### src/include/fc_consts.svh
`ifndef FC_CONSTS_SVH
`define FC_CONSTS_SVH

// array geometry.
`define FC_NUM_LANES   8
`define FC_BANK_DEPTH  84

// data and address widths.
`define FC_W_WIDTH     8
`define FC_PTR_WIDTH   7
`define FC_WADDR_WIDTH 17
`define FC_SEL_LSB     10   // bank field is addr[16:10].
`define FC_SEL_WIDTH   7
`define FC_ACC_WIDTH   24

`endif
### src/design/fc_pkg.sv
`default_nettype none

package fc_pkg;

    `include "fc_consts.svh"

    typedef logic signed [`FC_W_WIDTH-1:0]   weight_t;
    typedef logic signed [`FC_W_WIDTH-1:0]   act_t;
    typedef logic        [`FC_PTR_WIDTH-1:0] ptr_t;
    typedef logic signed [`FC_ACC_WIDTH-1:0] acc_t;

    typedef struct packed {
        logic                       strobe;
        logic [`FC_WADDR_WIDTH-1:0] addr;   // bank in upper field, row in low bits.
        weight_t                    data;
    } wr_req_t;

    typedef struct packed {
        logic strobe;
        ptr_t ptr;
        logic first;   // start a new sum.
        logic last;    // end of this vector.
    } rd_req_t;

    typedef struct packed {
        act_t act;
        logic strobe;
        logic first;
        logic last;
    } act_req_t;

    typedef acc_t    [`FC_NUM_LANES-1:0] sum_vec_t;
    typedef weight_t [`FC_NUM_LANES-1:0] weight_vec_t;

endpackage

`default_nettype wire

### src/design/fc_mac_row.sv
`timescale 1ns/1ps
`default_nettype none

`include "fc_consts.svh"

module fc_mac_row import fc_pkg::*; (
    input  wire         clk,
    input  wire         rst_all,
    input  act_req_t    act_i,
    input  weight_vec_t weights_i,
    output sum_vec_t    sum_o,
    output logic        done_o
);

    localparam int NL = `FC_NUM_LANES;

    // tap i feeds lane i, tap i+1 tells lane i to capture.
    act_req_t act_taps [NL+1];

    fc_skew_line #(
        .item_t (act_req_t),
        .DEPTH  (NL + 1)
    ) i_act_skew (
        .clk     (clk),
        .rst_all (rst_all),
        .d_i     (act_i),
        .taps_o  (act_taps)
    );

    ////////////////////////////////////////////////////////////
    // per-lane multiply
    ////////////////////////////////////////////////////////////

    acc_t            prod [NL];
    acc_t            acc  [NL];
    logic [NL-1:0]   cap_en;

    for (genvar i = 0; i < NL; i++) begin : g_lane
        weight_t w;
        act_t    a;

        assign w = weights_i[i];
        assign a = act_taps[i].act;
        assign prod[i] = acc_t'(w) * acc_t'(a);   // sign-extended product.

        assign cap_en[i] = act_taps[i+1].strobe && act_taps[i+1].last;
    end

    ////////////////////////////////////////////////////////////
    // accumulate and deskew
    ////////////////////////////////////////////////////////////

    always_ff @(posedge clk) begin
        for (int i = 0; i < NL; i++) begin
            if (act_taps[i].strobe) begin
                acc[i] <= act_taps[i].first ? prod[i] : acc[i] + prod[i];
            end
        end
    end

    // lanes land one per cycle, lane NL-1 completes the word.
    always_ff @(posedge clk) begin
        if (!rst_all) begin
            sum_o  <= '0;
            done_o <= 1'b0;
        end else begin
            for (int i = 0; i < NL; i++) begin
                if (cap_en[i]) begin
                    sum_o[i] <= acc[i];
                end
            end
            done_o <= cap_en[NL-1];
        end
    end

endmodule

`default_nettype wire

### src/design/fc_skew_line.sv
`timescale 1ns/1ps
`default_nettype none

`include "fc_consts.svh"

// shift chain, every stage is a tap.
// tap k carries d_i delayed by k+1 cycles.
module fc_skew_line import fc_pkg::*; #(
    parameter type item_t = rd_req_t,
    parameter int  DEPTH  = `FC_NUM_LANES - 1
) (
    input  wire   clk,
    input  wire   rst_all,
    input  item_t d_i,
    output item_t taps_o [DEPTH]
);

    always_ff @(posedge clk) begin
        if (!rst_all) begin
            for (int k = 0; k < DEPTH; k++) begin
                taps_o[k] <= '0;   // clears strobes too.
            end
        end else begin
            taps_o[0] <= d_i;
            for (int k = 1; k < DEPTH; k++) begin
                taps_o[k] <= taps_o[k-1];
            end
        end
    end

endmodule

`default_nettype wire

### config.mk
export PLATFORM = sky130hd
export DESIGN_NAME = fc_mac_row
export DESIGN_NICKNAME = d
export VERILOG_FILES = /design/src/design/fc_pkg.sv /design/src/design/fc_mac_row.sv /design/src/design/fc_skew_line.sv
export VERILOG_INCLUDE_DIRS = /design/src /design/src/include
export SDC_FILE = /design/constraint.sdc
export NUM_CORES = 2
export LEC_CHECK = 0
export ABC_AREA = 0
export BUFFER_PORTS_ARGS = -buffer_cell sky130_fd_sc_hd__clkbuf_2
export CORE_UTILIZATION = 47
export DETAILED_ROUTE_END_ITERATION = 12
export GPL_TIMING_DRIVEN = 0
export PLACE_DENSITY_LB_ADDON = 0.2
export SLEW_MARGIN = 25
export SYNTH_ARGS = -nofsm -noshare
export SYNTH_HDL_FRONTEND = slang
export SYNTH_SLANG_ARGS = --single-unit
### constraint.sdc
create_clock -name clk -period 8 [get_ports clk]
set_input_delay 0 -clock clk [delete_from_list [all_inputs] [get_ports clk]]
set_output_delay 0 -clock clk [all_outputs]
set_load 0.01 [all_outputs]
# Yosys cells after proc, flatten, opt, wreduce, memory -nomap -nowiden

Memory sizes are Yosys's and may differ from the RTL's.
Index checks and enable logic that the tools add are counted.

Flip-flop bits (word level): 283
Bits in writable memories: 192
Word-level logic and storage cells: 92
Memories: 1

Memory list:

| name | words | width | rd ports | clocked after memory_dff | wr ports | RTL line         | text |
|---|---|---|---|---|---|---|---|
| acc  | 8     | 24    | 8        | 0                        | 8        | fc_mac_row.sv:35 | `acc_t acc [NL];` |

$add $sub $neg: 8
Multipliers: 8
Multiplexer cells: 24
Reduce and logical (&&, ||, !) cells: 8

Operator list:

| kind                       | number |
|---|---|
| adder 24 x 16 -> 24 bit    | 8 |
| two-way mux 24 bit         | 8 |
| multiplier 8 x 8 -> 16 bit | 8 |
| two-way mux 1 bit          | 16 |
| logical AND 1 bit          | 8 |

# Logic depth before layout (Yosys ltp)

Depth after elaboration: 3
Gate-level depth with buffers: 27

# By module

From an unflattened synthesis, not the netlist that was laid out.

Cells, all modules: 4,980
Area total of the unflattened synthesis: 45,695.1 µm²

Modules (own cells, without submodules):

| module       | instances | cells an instance | area each (µm²) | seq. area each (µm²) |
|---|---|---|---|---|
| fc_mac_row   | 1         | 4,772             | 43,035.0        | 9,629.2 |
| fc_skew_line | 1         | 208               | 2,660.1         | 1,981.9 |

# Worst setup path before layout

No wires, ideal clock.

Path kind: register to register
Start: reg i_act_skew.taps_o[37] (netlist bit)
End: mem acc[1][47] (netlist bit), data pin
Setup time: 0.286 ns
Data arrival time: 6.082 ns
Required time: 7.714 ns
Slack: 1.632 ns
Cell stages (with the launch flop): 27
Buffers on the path: 1
Clock period less this slack: 6.368 ns
Path through: dfxtp_1 and2_1 fa_1 inv_1 fa_1 inv_1 fa_1 inv_1 fa_1 inv_1 ha_1 inv_1 o21a_1 or3_1 nand3_1 o211ai_1 xnor2_1 ha_1 clkbuf_1 nand3_1 o2111ai_1 a221oi_1 a2bb2oi_1 a31oi_1 xnor2_1 nor2_1 xor2_1

RTL lines:

| element                           | RTL line           | text |
|---|---|---|
| from (decl)                       | fc_skew_line.sv:15 | `output item_t taps_o [DEPTH]` |
| from (signal, indexed assignment) | fc_skew_line.sv:26 | `taps_o[k] <= taps_o[k-1];` |
| to (decl)                         | fc_mac_row.sv:35   |  |

==> metrics.md <==
| Metric | Value |
|---|---|
| Status | finished, final reports clean |
| Tcrit/Tclk final | 87.3% |
| Clk_lat worst skew | 0.66 ns |
| Unrepaired setup endpoints after global routing | no |
| Top post-synthesis cells by count | 705 x inv_1, 684 x nand2_1, 452 x and2_1 |
| ANT nets after route | 0 |
| First-pass iteration count of the detailed router | 7 |
| Prevailing post-synth register cell | dfxtp_1 |
| Global-route wire length before repair | 177 mm |
| Worst VDD drop | 0.232 mV |
| Clock sinks | 475 |
| Min-delay worst type | in2reg |
| Post-Route WL | 109 mm |
| Pwr/cell area | 162 nW/µm² |
| DR vias/cell | 5.16 |
| Worst Setup Slack, final | 1.02 ns |
| Seq/Total Area, Yosys | 25.0% |
| Final GP Congestion | 0.892 |
| Fin Setup TNS | 0 ns |
| Die ar. | 98400 µm² |
| Hold Fails Final Rpt | 0 |
| Initial antenna violation count | 14 |
| Largest net degree at the start of global routing | 28 |
| Syn avg cell area | 9.21 µm² |
| Design area | 50900 µm² |
| Row count | 113 |
| TritonCTS clock tree | done |
| Total global routing overflow | 0 |
| Cell taking the most area after synthesis | fa_1 |
| Dpl cells | 6494 |
| Worst clock skew | 0.0453 ns |
| Crit end category | register |
| Max-cap viol count | 0 |
| R2r setup slk | 1.02 ns |
| Detail Placement HPWL | 87.3 mm |
| Fmax | 143 MHz |
| Max Slew Vio Count | 0 |
| Initial Util | 47.8% |
| Least-Margin Pin Slew | 1.01 ns |
| Total GRT Usage | 22.3% |
| Clk pin slew, worst setup/hold paths | 0.06 ns |
| IO buf count | 268 |
| CTS HTree Levels | 2 |
| Die Wd | 314 µm |
| Synth Register Bits | 475 |
| Netlist cell types | 86 |
| Final setup viols | 0 |
| Fill count | 9013 |
| Total CTS buffers | 57 |
| Clk buf depth | 3 |
| Ranking of synthesized cells by area | fa_1 20%, edfxtp_1 13%, dfxtp_1 12%, ha_1 12%, and2_1 6.2% |
| Number of global-route vias before repair | 34717 |
| Top Ports | 270 |
| Synthesized netlist cell count | 4958 |
| CP startpoint kind | register |
| Leak Pwr | 23.6 nW |
| Worst setup path category | reg2reg |
| Die Y-Extent | 314 µm |
| Post-CTS setup buffer count | 0 |
| DP Worst Slack | 0.906 ns |
| Crit-path max FO | 11 |
| Wirelength per Cell | 16.4 µm |
| CORE AREA | 95600 µm² |
| Fin crit period | 6.98 ns |
| Share of Yosys cell area claimed by the top area cell type | 19.7% |
| Clock root buffer master | clkbuf_16 |
| Area post-placement | 48700 µm² |
| Count leader, synth | inv_1 |
| Post-Syn Area | 45600 µm² |
| Layout area overhead | 11.5% |
| Req. time, crit path | 8.39 ns |
| Syn Nets | 5915 |
| Via Count | 34167 |
| Yosys warns | 0 |
| Drt initial violations | 1439 |
| Slew headroom | 32.5% |
| EDFF count, synth | 192 |
| Post-synth ARST share | 0% |
| Number of remaining DRC errors | 0 |
| Critical Path AT | 7.37 ns |
| Layout net count | 6265 |
| Post-Layout Cell Count | 6627 |
| Share of cells above drive strength 1 | 8.90% |
[cell usage in the layout (no fill, tap or decap), types with 185 or more instances in the layout]
| cell | netlist | routed |
|---|---|---|
| dfxtp_1 | 283 | 275 |
| ha_1 | 432 | 432 |
| o21ai_0 | 198 | 198 |
| inv_1 | 705 | 705 |
| clkbuf_2 | 0 | 271 |
| fa_1 | 448 | 448 |
| a21oi_1 | 192 | 192 |
| xnor2_1 | 193 | 185 |
| edfxtp_1 | 192 | 192 |
| and2_1 | 452 | 452 |
| a21boi_0 | 197 | 197 |
| nand2_1 | 684 | 684 |
[per-layer routing]
metal | vias up | routed length (µm) | GRT usage [%]
met5 | - | 107 | 0
met4 | 18 | 2080 | 5.17
met3 | 130 | 4370 | 3.22
met2 | 485 | 55400 | 40.7
met1 | 16570 | 46600 | 27.5
li1 | 16964 | - | -
[per-stage QoR]
step	total power [mW]	hold WS, ns	utilization, %
after floorplan	4.94	0.127	-
after global placement	5.48	0.207	50.8
after detailed placement	5.52	0.211	50.9
after CTS	8.31	0.0401	53.2
after global routing	8.76	0.0728	53.3
final	8.23	0.0829	53.3
[worst paths after layout]
| check | start | depth (start not counted) | to |
|---|---|---|---|
| worst max register to register | i_act_skew.taps_o[60]$_SDFF_PN0_ | 23 | acc[0][95]$_DFFE_PP_ |
| worst min-delay path | act_i[7] | 3 | i_act_skew.taps_o[95]$_SDFF_PN0_ |
| worst max-delay path | i_act_skew.taps_o[60]$_SDFF_PN0_ | 23 | acc[0][95]$_DFFE_PP_ |
| worst min register to register | i_act_skew.taps_o[88]$_SDFF_PN0_ | 1 | i_act_skew.taps_o[77]$_SDFF_PN0_ |
[layout make-up]
| type | instances | area [µm²] | share of cell area (%) |
|---|---|---|---|
| Multi-Input combinational cell | 3668 | 31200 | 61.3 |
| Sequential cell | 475 | 11400 | 22.5 |
| Inverter | 706 | 2650 | 5.21 |
| Tap cell | 1265 | 1580 | 3.11 |
| Antenna cell | 5 | 12.5 | 0.0246 |
| Timing Repair Buffer | 291 | 1620 | 3.18 |
| Buffer | 109 | 420 | 0.826 |
| Clock inverter | 27 | 218 | 0.428 |
| Clock buffer | 81 | 1770 | 3.47 |
[power breakdown]
group / switching (mW) / internal, mW
logic: 1.52 / 1.19
registers: 0.0877 / 2.71
clock network: 1.14 / 1.58
total: 2.75 / 5.48
[sequential cells by signal (all words and copies together), names as in the netlist]
| signal | flops |
|---|---|
| done_o | 1 |
| i_act_skew.taps_o | 90 |
| sum_o | 192 |
| acc | 192 |
[critical path: stages (launching register included)]
cell	delay (ns)
dfxtp_1	0.58
nand2_1	0.21
fa_1	0.65
fa_1	0.55
inv_1	0.05
fa_1	0.49
inv_1	0.05
fa_1	0.48
inv_1	0.04
ha_1	0.32
and2_1	0.15
o21ai_0	0.15
o31ai_1	0.12
o41a_1	0.43
xnor2_2	0.59
ha_1	0.43
a21o_1	0.19
a211o_1	0.29
o211ai_1	0.08
a311oi_1	0.16
o21ai_0	0.18
o311ai_0	0.17
a211oi_2	0.25
xor2_1	0.09
[repair_timing]
action,4_1_cts,5_1_grt
resized for setup,0,0
hold buffers,20,0
hold endpoints to repair,31,0
[kinds of logic (layout without fill, tap and decap cells)]
family | after synthesis | count (layout) | synth area share, %
DFF | 475 | 475 | 25.0
xor gates and xnor gates | 298 | 298 | 5.72
buffers and inverters | 815 | 1214 | 6.72
and+or+nand+nor | 1534 | 1534 | 16.6
AOI/OAI and AO/OA | 910 | 910 | 13.3
other | 0 | 5 | 0
muxes | 46 | 46 | 1.14
adders and majority gates | 880 | 880 | 31.5
No activity file was read; power rests on OpenSTA's default activity.
